$ cat src/mem_config.svh
`ifndef MEM_CONFIG_SVH
`define MEM_CONFIG_SVH

// Data path and memory address width
`define XLEN 64

// Byte address width seen on the fetch and data ports
`define CPU_ADDR_W 16

// Direct-mapped icache, one doubleword per line
`define IC_IDX_W 5
`define IC_TAG_W 8
`define IC_LINES 32

// Memory transaction tag, zero means no tag
`define MEM_TAG_W 4

`endif
$ cat src/icache_pkg.sv
`include "mem_config.svh"

package icache_pkg;

  localparam int OFS_W = $clog2(`XLEN / 8);  // Byte offset in a doubleword

  typedef logic [`IC_IDX_W-1:0] ic_idx_t;
  typedef logic [`IC_TAG_W-1:0] ic_tag_t;

  function automatic ic_idx_t addr_idx(input logic [`CPU_ADDR_W-1:0] adr);
    return adr[OFS_W +: `IC_IDX_W];
  endfunction

  function automatic ic_tag_t addr_tag(input logic [`CPU_ADDR_W-1:0] adr);
    return adr[OFS_W + `IC_IDX_W +: `IC_TAG_W];
  endfunction

  // Byte address of the first byte in a line
  function automatic logic [`CPU_ADDR_W-1:0] line_addr(input ic_tag_t tag, input ic_idx_t idx);
    return {tag, idx, {OFS_W{1'b0}}};
  endfunction

endpackage

$ cat src/mem_bus_pkg.sv
`include "mem_config.svh"

package mem_bus_pkg;

  // Command on the processor to memory bus
  typedef enum logic [1:0] {
    BUS_NONE  = 2'h0,
    BUS_LOAD  = 2'h1,
    BUS_STORE = 2'h2
  } bus_cmd_e;

  // Tag returned on acceptance and again with the load data
  typedef logic [`MEM_TAG_W-1:0] mem_tag_t;

  localparam mem_tag_t TAG_NONE = '0;  // No command accepted / no data

endpackage

$ cat src/mem_subsys.sv
`timescale 1ns/1ps
`include "mem_config.svh"

module mem_subsys (
  input  logic                   clock,
  input  logic                   arst_n,
  input  logic                   ic_cyc,
  input  logic                   ic_stb,
  input  logic [`CPU_ADDR_W-1:0] ic_adr,
  output logic [`XLEN-1:0]       ic_dat_r,
  output logic                   ic_ack,
  input  logic                   dc_cyc,
  input  logic                   dc_stb,
  input  logic                   dc_we,
  input  logic [`CPU_ADDR_W-1:0] dc_adr,
  input  logic [`XLEN-1:0]       dc_dat_w,
  output logic [`XLEN-1:0]       dc_dat_r,
  output logic                   dc_ack,
  output mem_bus_pkg::bus_cmd_e  proc2mem_command,
  output logic [`XLEN-1:0]       proc2mem_addr,
  output logic [`XLEN-1:0]       proc2mem_data,
  input  mem_bus_pkg::mem_tag_t  mem2proc_response,
  input  logic [`XLEN-1:0]       mem2proc_data,
  input  mem_bus_pkg::mem_tag_t  mem2proc_tag
);

  // Icache array wires
  icache_pkg::ic_idx_t   ic_rd_idx;
  icache_pkg::ic_tag_t   ic_rd_tag;
  logic [`XLEN-1:0]      ic_rd_data;
  logic                  ic_rd_hit;
  logic                  ic_wr_en;
  icache_pkg::ic_idx_t   ic_wr_idx;
  icache_pkg::ic_tag_t   ic_wr_tag;

  // Per-side bus requests
  mem_bus_pkg::bus_cmd_e i_cmd;
  logic [`XLEN-1:0]      i_addr;
  mem_bus_pkg::mem_tag_t i_response;
  mem_bus_pkg::bus_cmd_e d_cmd;
  logic [`XLEN-1:0]      d_addr;
  logic [`XLEN-1:0]      d_wdata;
  mem_bus_pkg::mem_tag_t d_response;

  icache_mem u_icache_mem (
    .clock   (clock),
    .arst_n  (arst_n),
    .wr_en   (ic_wr_en),
    .wr_idx  (ic_wr_idx),
    .wr_tag  (ic_wr_tag),
    .wr_data (mem2proc_data),  // Fill straight from the bus
    .rd_idx  (ic_rd_idx),
    .rd_tag  (ic_rd_tag),
    .rd_data (ic_rd_data),
    .rd_hit  (ic_rd_hit)
  );

  icache_ctrl u_icache_ctrl (
    .clock        (clock),
    .arst_n       (arst_n),
    .ic_cyc       (ic_cyc),
    .ic_stb       (ic_stb),
    .ic_adr       (ic_adr),
    .ic_dat_r     (ic_dat_r),
    .ic_ack       (ic_ack),
    .rd_idx       (ic_rd_idx),
    .rd_tag       (ic_rd_tag),
    .rd_data      (ic_rd_data),
    .rd_hit       (ic_rd_hit),
    .wr_en        (ic_wr_en),
    .wr_idx       (ic_wr_idx),
    .wr_tag       (ic_wr_tag),
    .mem_cmd      (i_cmd),
    .mem_addr     (i_addr),
    .mem_response (i_response),
    .mem_tag      (mem2proc_tag),
    .mem_data     (mem2proc_data)
  );

  dmem_port u_dmem_port (
    .clock        (clock),
    .arst_n       (arst_n),
    .dc_cyc       (dc_cyc),
    .dc_stb       (dc_stb),
    .dc_we        (dc_we),
    .dc_adr       (dc_adr),
    .dc_dat_w     (dc_dat_w),
    .dc_dat_r     (dc_dat_r),
    .dc_ack       (dc_ack),
    .mem_cmd      (d_cmd),
    .mem_addr     (d_addr),
    .mem_wdata    (d_wdata),
    .mem_response (d_response),
    .mem_tag      (mem2proc_tag),
    .mem_data     (mem2proc_data)
  );

  mem_arbiter u_mem_arbiter (
    .d_cmd             (d_cmd),
    .d_addr            (d_addr),
    .d_data            (d_wdata),
    .i_cmd             (i_cmd),
    .i_addr            (i_addr),
    .mem2proc_response (mem2proc_response),
    .proc2mem_command  (proc2mem_command),
    .proc2mem_addr     (proc2mem_addr),
    .proc2mem_data     (proc2mem_data),
    .d_response        (d_response),
    .i_response        (i_response)
  );

endmodule

$ cat src/mem_arbiter.sv
`timescale 1ns/1ps
`include "mem_config.svh"

module mem_arbiter (
  input  mem_bus_pkg::bus_cmd_e d_cmd,
  input  logic [`XLEN-1:0]      d_addr,
  input  logic [`XLEN-1:0]      d_data,
  input  mem_bus_pkg::bus_cmd_e i_cmd,
  input  logic [`XLEN-1:0]      i_addr,
  input  mem_bus_pkg::mem_tag_t mem2proc_response,
  output mem_bus_pkg::bus_cmd_e proc2mem_command,
  output logic [`XLEN-1:0]      proc2mem_addr,
  output logic [`XLEN-1:0]      proc2mem_data,
  output mem_bus_pkg::mem_tag_t d_response,
  output mem_bus_pkg::mem_tag_t i_response
);

  logic d_sel;  // Data side owns the bus

  assign d_sel = (d_cmd != mem_bus_pkg::BUS_NONE);

  assign proc2mem_command = d_sel ? d_cmd : i_cmd;
  assign proc2mem_addr    = d_sel ? d_addr : i_addr;
  assign proc2mem_data    = d_sel ? d_data : '0;  // Fetch side never stores

  // Acceptance only counts for the side on the bus
  assign d_response = d_sel ? mem2proc_response : mem_bus_pkg::TAG_NONE;
  assign i_response = d_sel ? mem_bus_pkg::TAG_NONE : mem2proc_response;

endmodule

$ cat src/dmem_port.sv
`timescale 1ns/1ps
`include "mem_config.svh"

module dmem_port (
  input  logic                   clock,
  input  logic                   arst_n,
  input  logic                   dc_cyc,
  input  logic                   dc_stb,
  input  logic                   dc_we,
  input  logic [`CPU_ADDR_W-1:0] dc_adr,
  input  logic [`XLEN-1:0]       dc_dat_w,
  output logic [`XLEN-1:0]       dc_dat_r,
  output logic                   dc_ack,
  output mem_bus_pkg::bus_cmd_e  mem_cmd,
  output logic [`XLEN-1:0]       mem_addr,
  output logic [`XLEN-1:0]       mem_wdata,
  input  mem_bus_pkg::mem_tag_t  mem_response,
  input  mem_bus_pkg::mem_tag_t  mem_tag,
  input  logic [`XLEN-1:0]       mem_data
);

  typedef enum logic [1:0] {
    S_IDLE,
    S_REQ,
    S_WAIT,
    S_ACK
  } state_e;

  state_e                 state_q;
  logic                   we_q;
  logic [`CPU_ADDR_W-1:0] adr_q;
  logic [`XLEN-1:0]       wdata_q;
  mem_bus_pkg::mem_tag_t  tag_q;
  logic                   accepted;
  logic                   load_done;

  assign mem_cmd   = (state_q != S_REQ) ? mem_bus_pkg::BUS_NONE :
                     we_q               ? mem_bus_pkg::BUS_STORE : mem_bus_pkg::BUS_LOAD;
  assign mem_addr  = `XLEN'(adr_q);
  assign mem_wdata = wdata_q;
  assign accepted  = (state_q == S_REQ) && (mem_response != mem_bus_pkg::TAG_NONE);
  assign load_done = (state_q == S_WAIT) && (mem_tag == tag_q);
  assign dc_ack    = (state_q == S_ACK);

  always_ff @(posedge clock or negedge arst_n) begin
    if (!arst_n) begin
      state_q <= S_IDLE;
      tag_q   <= mem_bus_pkg::TAG_NONE;
    end else begin
      case (state_q)
        S_IDLE: begin
          if (dc_cyc && dc_stb) begin
            state_q <= S_REQ;
          end
        end
        S_REQ: begin
          if (accepted) begin
            tag_q   <= mem_response;
            state_q <= we_q ? S_ACK : S_WAIT;  // Store done on acceptance
          end
        end
        S_WAIT: begin
          if (load_done) begin
            state_q <= S_ACK;
          end
        end
        default: state_q <= S_IDLE;
      endcase
    end
  end

  always_ff @(posedge clock) begin
    if (state_q == S_IDLE && dc_cyc && dc_stb) begin
      we_q    <= dc_we;
      adr_q   <= dc_adr;
      wdata_q <= dc_dat_w;
    end
    if (load_done) begin
      dc_dat_r <= mem_data;
    end
  end

endmodule

$ cat src/icache_ctrl.sv
`timescale 1ns/1ps
`include "mem_config.svh"

module icache_ctrl (
  input  logic                   clock,
  input  logic                   arst_n,
  input  logic                   ic_cyc,
  input  logic                   ic_stb,
  input  logic [`CPU_ADDR_W-1:0] ic_adr,
  output logic [`XLEN-1:0]       ic_dat_r,
  output logic                   ic_ack,
  output icache_pkg::ic_idx_t    rd_idx,
  output icache_pkg::ic_tag_t    rd_tag,
  input  logic [`XLEN-1:0]       rd_data,
  input  logic                   rd_hit,
  output logic                   wr_en,
  output icache_pkg::ic_idx_t    wr_idx,
  output icache_pkg::ic_tag_t    wr_tag,
  output mem_bus_pkg::bus_cmd_e  mem_cmd,
  output logic [`XLEN-1:0]       mem_addr,
  input  mem_bus_pkg::mem_tag_t  mem_response,
  input  mem_bus_pkg::mem_tag_t  mem_tag,
  input  logic [`XLEN-1:0]       mem_data
);

  typedef enum logic [2:0] {
    S_IDLE,
    S_LOOKUP,
    S_REQUEST,
    S_WAIT_FILL,
    S_ACK
  } state_e;

  state_e                 state_q;
  state_e                 state_d;
  logic [`CPU_ADDR_W-1:0] adr_q;
  mem_bus_pkg::mem_tag_t  tag_q;     // Tag of the outstanding line request
  logic                   miss;
  logic                   accepted;
  logic                   fill;

  assign rd_idx = icache_pkg::addr_idx(adr_q);
  assign rd_tag = icache_pkg::addr_tag(adr_q);
  assign wr_idx = rd_idx;            // Fill goes to the line that missed
  assign wr_tag = rd_tag;

  // Miss request starts already in the lookup cycle
  assign miss     = (state_q == S_LOOKUP) && !rd_hit;
  assign mem_cmd  = (miss || state_q == S_REQUEST) ? mem_bus_pkg::BUS_LOAD
                                                   : mem_bus_pkg::BUS_NONE;
  assign mem_addr = `XLEN'(icache_pkg::line_addr(rd_tag, rd_idx));
  assign accepted = (mem_cmd == mem_bus_pkg::BUS_LOAD) &&
                    (mem_response != mem_bus_pkg::TAG_NONE);
  assign fill     = (state_q == S_WAIT_FILL) && (mem_tag == tag_q);
  assign wr_en    = fill;
  assign ic_ack   = (state_q == S_ACK);

  always_comb begin
    state_d = state_q;
    case (state_q)
      S_IDLE: begin
        if (ic_cyc && ic_stb) begin
          state_d = S_LOOKUP;
        end
      end
      S_LOOKUP: begin
        if (rd_hit) begin
          state_d = S_ACK;
        end else if (accepted) begin
          state_d = S_WAIT_FILL;
        end else begin
          state_d = S_REQUEST;
        end
      end
      S_REQUEST: begin
        if (accepted) begin
          state_d = S_WAIT_FILL;
        end
      end
      S_WAIT_FILL: begin
        if (fill) begin
          state_d = S_ACK;
        end
      end
      S_ACK:   state_d = S_IDLE;  // Master drops stb after the ack
      default: state_d = S_IDLE;
    endcase
  end

  always_ff @(posedge clock or negedge arst_n) begin
    if (!arst_n) begin
      state_q <= S_IDLE;
      tag_q   <= mem_bus_pkg::TAG_NONE;
    end else begin
      state_q <= state_d;
      if (accepted) begin
        tag_q <= mem_response;
      end
    end
  end

  always_ff @(posedge clock) begin
    if (state_q == S_IDLE && ic_cyc && ic_stb) begin
      adr_q <= ic_adr;
    end
    if (state_q == S_LOOKUP && rd_hit) begin
      ic_dat_r <= rd_data;
    end else if (fill) begin
      ic_dat_r <= mem_data;  // Forward the fill, no second lookup
    end
  end

endmodule

$ cat src/icache_mem.sv
`timescale 1ns/1ps
`include "mem_config.svh"

module icache_mem (
  input  logic                clock,
  input  logic                arst_n,
  input  logic                wr_en,
  input  icache_pkg::ic_idx_t wr_idx,
  input  icache_pkg::ic_tag_t wr_tag,
  input  logic [`XLEN-1:0]    wr_data,
  input  icache_pkg::ic_idx_t rd_idx,
  input  icache_pkg::ic_tag_t rd_tag,
  output logic [`XLEN-1:0]    rd_data,
  output logic                rd_hit
);

  logic [`XLEN-1:0]    data_mem [0:`IC_LINES-1];
  icache_pkg::ic_tag_t tag_mem  [0:`IC_LINES-1];
  logic [`IC_LINES-1:0] valid_q;

  // Valid bits, all lines start empty
  always_ff @(posedge clock or negedge arst_n) begin
    if (!arst_n) begin
      valid_q <= '0;
    end else if (wr_en) begin
      valid_q[wr_idx] <= 1'b1;
    end
  end

  always_ff @(posedge clock) begin
    if (wr_en) begin
      data_mem[wr_idx] <= wr_data;
      tag_mem[wr_idx]  <= wr_tag;
    end
  end

  assign rd_data = data_mem[rd_idx];  // Async read
  assign rd_hit  = valid_q[rd_idx] && (tag_mem[rd_idx] == rd_tag);

endmodule

$ cat config.mk
export PLATFORM = sky130hd
export DESIGN_NAME = mem_subsys
export DESIGN_NICKNAME = d
export VERILOG_FILES = /design/src/icache_pkg.sv /design/src/mem_bus_pkg.sv /design/src/mem_subsys.sv /design/src/mem_arbiter.sv /design/src/dmem_port.sv /design/src/icache_ctrl.sv /design/src/icache_mem.sv
export VERILOG_INCLUDE_DIRS = /design/src
export SDC_FILE = /design/constraint.sdc
export NUM_CORES = 2
export LEC_CHECK = 0
export BUFFER_PORTS_ARGS = -buffer_cell sky130_fd_sc_hd__buf_2
export CORE_ASPECT_RATIO = 1.75
export CORE_UTILIZATION = 43
export DETAILED_ROUTE_END_ITERATION = 12
export GPL_ROUTABILITY_DRIVEN = 1
export PLACE_DENSITY = 0.71
export SLEW_MARGIN = 20
export SYNTH_ARGS = -nofsm -noshare
export SYNTH_HDL_FRONTEND = slang
export SYNTH_SLANG_ARGS = --single-unit
$ cat constraint.sdc
create_clock -name clock -period 11.2 [get_ports clock]
set_input_delay 1.12 -clock clock [delete_from_list [all_inputs] [get_ports clock]]
set_output_delay 1.12 -clock clock [all_outputs]
set_load 0.01 [all_outputs]
Yosys cells after proc, flatten, opt, wreduce, memory -nomap -nowiden
Memory sizes are Yosys's and may differ from the RTL's. A register that Yosys moved wholly into a read port is not among the register bits. Cells that the tools add are included.

Eq/ne operators: 18. Bitwise logic cells: 1. Reductions and logical operators: 25. $lt $le $gt $ge: 2. Mux-type cells: 26.

Operators by type and width (number): 64-bit 2-to-1 mux (1); 32-bit OR (1); 16-bit 2-to-1 mux (1); 1-bit logical AND (14); 2-bit 2-to-1 mux (6); 3-bit 2-to-1 mux (4); 2-bit by 1-bit != test with 1-bit output (second input constant) (6); 3-bit case mux with 4 select lines (1); 4-bit == test (2); 8-bit == test (1); 4-bit 2-to-1 mux (2); 4-bit nonzero test (2); 1-bit 2-to-1 mux (7); 3-bit by 2-bit == test with 1-bit output (second input constant) (2); 5-bit by 6-bit < comparator with 1-bit output (second input constant) (1); 2-bit case mux with 3 select lines (1); 3-bit AND reduction (2); 1-bit binary-select mux with 5-bit select (1); 1-bit demux with 5-bit select (1); 5-bit by 1-bit greater-or-equal comparator with 1-bit output (second input constant) (1); 5-bit 2-to-1 mux (1); 2-bit by 1-bit == test with 1-bit output (second input constant) (2); 2-bit == test (second input constant) (2); 2-bit nonzero test (2); 8 further kinds (8).

Output and inout port bits: 260. Word-level logic and storage cells: 84. Memories kept: 2. Flip-flop bits (word level): 206. Input bits: 175. RAM bits: 2304.

Memories: u_icache_mem.data_mem (depth 32, bits a word 64, read ports 1, clocked after Yosys merged registers in 1, write ports 1, line icache_mem.sv:17) `` logic [`XLEN-1:0] data_mem [0:`IC_LINES-1]; ``; u_icache_mem.tag_mem (depth 32, bits a word 8, read ports 1, clocked after Yosys merged registers in 1, write ports 1, line icache_mem.sv:18) `` icache_pkg::ic_tag_t tag_mem [0:`IC_LINES-1]; ``.

Longest topological paths before layout
Word-level depth: 12. Gate-level depth with buffers: 12. Mapped depth without buffers: 8.

Modules after synthesis
A second synthesis with hierarchy kept.

Cells, all modules: 4122. Area, all modules: 99364.0 µm².

Modules (own cells, without submodules): icache_mem (times used 1, cells each 3472, area each 88686.3 µm², seq. area each 69987.1 µm²); dmem_port (times used 1, cells each 229, area each 5112.4 µm², seq. area each 4504.3 µm²); icache_ctrl (times used 1, cells each 266, area each 4254.1 µm², seq. area each 2487.4 µm²); mem_arbiter (times used 1, cells each 155, area each 1311.3 µm², seq. area each 0.0 µm²).

Worst setup path after synthesis
No wires, ideal clock.

Path kind: register to register. Start point: reg with a tool-made name. End point: reg u_icache_ctrl.ic_dat_r[0], read port of u_icache_mem.data_mem, enable pin. Period minus slack after synthesis: 7775 ps. Cell stages (with the launch flop): 11. Path slack: 3425 ps. Arrival: 7195 ps. Path buffers: 3. Library setup time: 581 ps. Path through: dfxtp_1 > buf_2 > buf_6 > mux4_2 > mux4_2 > mux2i_1 > xor2_1 > nand4_2 > or2_1 > buf_6 > o31ai_1.

RTL lines: to (decl) (line icache_ctrl.sv:10) `` output logic [`XLEN-1:0] ic_dat_r, ``.

Worst setup path after layout
Start point: reg u_icache_ctrl.adr_q[4]. End point: out proc2mem_command[0].

Cells in the longest elaborated chain, start to end: 8.

Ends and longest elaborated chain: from (decl) (line icache_ctrl.sv:36) `` logic [`CPU_ADDR_W-1:0] adr_q; ``; from (signal assigned) (line icache_ctrl.sv:104) `adr_q <= ic_adr;`; 1-bit binary-select mux with 5-bit select (line icache_mem.sv:38) `assign rd_hit = valid_q[rd_idx] && (tag_mem[rd_idx] == rd_tag);`; 1-bit 2-to-1 mux (not written as such) (line icache_mem.sv:38); 1-bit logical AND (line icache_mem.sv:38); 1-bit zero test (line icache_ctrl.sv:48) `assign miss = (state_q == S_LOOKUP) && !rd_hit;`; 1-bit logical AND (line icache_ctrl.sv:48); 1-bit logical OR (line icache_ctrl.sv:49) `assign mem_cmd = (miss || state_q == S_REQUEST) ? mem_bus_pkg::BUS_LOAD`; 1-bit 2-to-1 mux (line icache_ctrl.sv:49); 2-bit 2-to-1 mux (line mem_arbiter.sv:22) `assign proc2mem_command = d_sel ? d_cmd : i_cmd;`; to (decl) (line mem_subsys.sv:19) `output mem_bus_pkg::bus_cmd_e proc2mem_command,`.

No other way between the ends. The select of a mux whose other input is x is not followed.

==> out/qor.csv <==
metric;value;unit
run_status;finished, final reports clean;
number_of_antenna_violations_at_the_first_check_in_global_routing;17;
reg2reg_from;u_icache_ctrl.adr_q[4];
cellPowerDensity;182;nW/µm²
clkTransAtPathRegs;0.07;ns
critPathCaptureType;output port;
synthTopCellsByCount;sky130_fd_sc_hd__edfxtp_1, sky130_fd_sc_hd__mux4_2, sky130_fd_sc_hd__clkbuf_1;
rr_endpoint;u_icache_ctrl.ic_dat_r[23];
final_clock_period_utilization_by_the_worst_path;56.0;%
core_area;224000;µm²
die-height;630;µm
fmax;160;MHz
post-layout-total-power;20000;µW
critical_path_class;reg -> out;
hp-class;in -> async;
synth_top_area_share;78.4;%
clock_insertion_delay_worst_skew;0.90;ns
clock-root-buffer;sky130_fd_sc_hd__clkbuf_16;
place.detailed.hpwl;128;mm
globalRouteOverflowTotal;0;
grt_setup_unrepaired;false;
antenna_left;0;
synth_edf_count;2526;
synth_seq_area_share;79.7;%
groute.layer.met1.usage;26.9;%
placement_rows;230;
clock_sinks;2576;
routabilityCongestion;0.909;
power.leakage;0.0351;µW
routed_wirelength;249;mm
grt_max_degree;128;
worst_slew_pin_slew;1.20;ns
numCtsBuffers;224;
post_cts.resized_instances;0;
grt_pass1_wl;351;mm
postSynthAreaPerCell;23.1;µm²
met2_usage;38.2;%
gr-usage-met3;3.20;%
setup.worst_path.start_class;flip-flop;
drt_pre_antenna_iters;7;
floorplan.die_area;227000;µm²
synth_area;96800;µm²
io_pins;435;
synth.distinct_cells;57;
nFillCells;17400;
netlist_top_cells_area;sky130_fd_sc_hd__edfxtp_1, sky130_fd_sc_hd__mux4_2, sky130_fd_sc_hd__a22o_1;
cp.required;10.08;ns
cts-root-to-sink-buffers;4;
die_w;361;µm
yosys_most_used_dff;sky130_fd_sc_hd__edfxtp_1;
ff2ff_setup_slack;5.47;ns
clock_tree_from_tritoncts;yes;
global_router_s_overall_resource_usage;21.6;%
slew_viol_final;0;
ys_seq_elements;2576;
final_period_minus_worst_setup_slack;6.27;ns
drive_gt1_share;31.4;%
initial_core_util;43.2;%
finalSetupViolCount;0;
h-tree-depth;4;
ffs_w_async_s_r_synth;1.75;%
critical_path.slowest_cell;sky130_fd_sc_hd__buf_4;
max_stage_delay;0.81;ns
routed_wire_length_per_instance;32.0;µm
vdd.ir_drop.worst;0.171;mV
grt-busiest-layer;met2;
yosysTopAreaCell;sky130_fd_sc_hd__edfxtp_1;
depth_of_the_worst_register_to_register_path;12;
worst-path-max-fanout;55;
ys_warn_count;0;
vias;47200;
fin_skew;0.0794;ns
report.final.hold_viol_count;0;
critPathLaunch;u_icache_ctrl.adr_q[4];
syn_to_final_growth;13.7;%
fin_tns_setup;0;ns
dr.first_iter.drc_count;5591;
final_net_count;4860;
grt_pass1_vias;48300;
maxSlewHeadroom;20.0;%
port_buffers;383;
yosys.cell_count.top_type;sky130_fd_sc_hd__edfxtp_1;
post-cts-setup-buffers;0;
drc;0;
worst_ep_arrival;5.15;ns
cts_hold_repair.buffers;0;
post_synth_inst_count;4186;
viasPerCell;6.07;
critical_path.cell_chain;buf_4, buf_4, mux2i_1, o22ai_1, nor4_1, a21oi_1, a221o_1, nand4_2, or2_1, a221o_1, buf_2;
drv.max_cap_violation_count;0;
## critical path, delay by kind of cell (launching register included)
kind	cells	cell delay, ns
simple gates	3	0.83
compound gates	4	1.19
flops	1	0.32
buf+inv	3	1.61
mux	1	0.20
## report_power, final
part           internal (µW)  switching [µW]  total, µW
registers              10800            76.3      10900
clock network           4500            3520       8020
logic                    426             748       1170
## per-stage QoR
step | cell area, µm² | hold WS [ns] | instances | worst slack (ns) | util [%]
floorplan | 96900 | 0.434 | 4233 | 3.42 | -
global placement | 102000 | 0.446 | 7352 | 4.65 | 45.7
detailed placement | 102000 | 0.450 | 7355 | 4.79 | 45.8
CTS | 110000 | 0.348 | 7758 | 4.88 | 49.1
global route | 110000 | 0.403 | 7761 | 4.78 | 49.1
finish | 110000 | 0.385 | 7764 | 4.93 | 49.1
## how the worst max path moves through the flow
stage                                               end  depth (start not counted)
after global routing                proc2mem_command[0]                         10
after global placement    u_icache_mem.data_mem[12][49]                          8
after detailed placement  u_icache_mem.data_mem[12][49]                          8
final                               proc2mem_command[0]                         11
after CTS                           proc2mem_command[0]                         10
after floorplan               u_icache_ctrl.ic_dat_r[0]                         10
## logic make-up after synthesis
logic type,count (synthesis),synth area share [%]
fa+ha+maj,4,0.0517
buf+inv,288,1.38
xor+xnor,14,0.127
compound gates,390,3.27
flops,2576,79.7
simple gates,279,1.50
mux,634,14.0
other cells,1,0.00388
## flip-flops by register name, indices dropped and copies added (netlist names), named ones only
signal	count
u_icache_ctrl.tag_q	4
u_icache_ctrl.ic_dat_r	64
u_dmem_port.adr_q	16
u_icache_ctrl.state_q	3
u_dmem_port.tag_q	4
u_icache_mem.data_mem	2048
u_dmem_port.mem_wdata	64
u_dmem_port.we_q	1
u_icache_ctrl.adr_q	13
u_icache_mem.valid_q	32
u_dmem_port.state_q	2
u_icache_mem.tag_mem	256
u_dmem_port.dc_dat_r	64
## final cells by class
class,count,area [µm²],share of cell area [%]
sequential,2576,77100,70.1
multi-input combinational,1369,18800,17.1
clock buffer,263,5860,5.32
tap,2900,3630,3.30
timing repair buffer,499,2920,2.65
clock inverter,140,1660,1.51
inverter,11,41.3,0.0375
antenna,6,15.0,0.0136
## layout by cell type, fill, tap and decap left out, types with 27 or more instances in the layout
cell type,instances
sky130_fd_sc_hd__a221oi_1,128
sky130_fd_sc_hd__a22o_1,134
sky130_fd_sc_hd__a31oi_1,64
sky130_fd_sc_hd__and2_1,70
sky130_fd_sc_hd__buf_2,383
sky130_fd_sc_hd__buf_4,107
sky130_fd_sc_hd__bufinv_16,32
sky130_fd_sc_hd__clkbuf_1,32
sky130_fd_sc_hd__clkbuf_16,227
sky130_fd_sc_hd__clkinv_1,33
sky130_fd_sc_hd__clkinv_2,35
sky130_fd_sc_hd__conb_1,48
sky130_fd_sc_hd__dfrtp_1,45
sky130_fd_sc_hd__edfxtp_1,2526
sky130_fd_sc_hd__mux2_2,27
sky130_fd_sc_hd__mux2i_1,35
sky130_fd_sc_hd__mux4_2,570
sky130_fd_sc_hd__nor2_1,74
sky130_fd_sc_hd__nor2_4,33
sky130_fd_sc_hd__or2_2,33
## routing by layer
metal / vias up / share of wire [%]
met5: - / 0.023
met4: 10 / 3.6
met3: 513 / 8.1
met2: 2667 / 53
met1: 25200 / 36
li1: 18800 / -
Power figures use the tool's default switching activity.
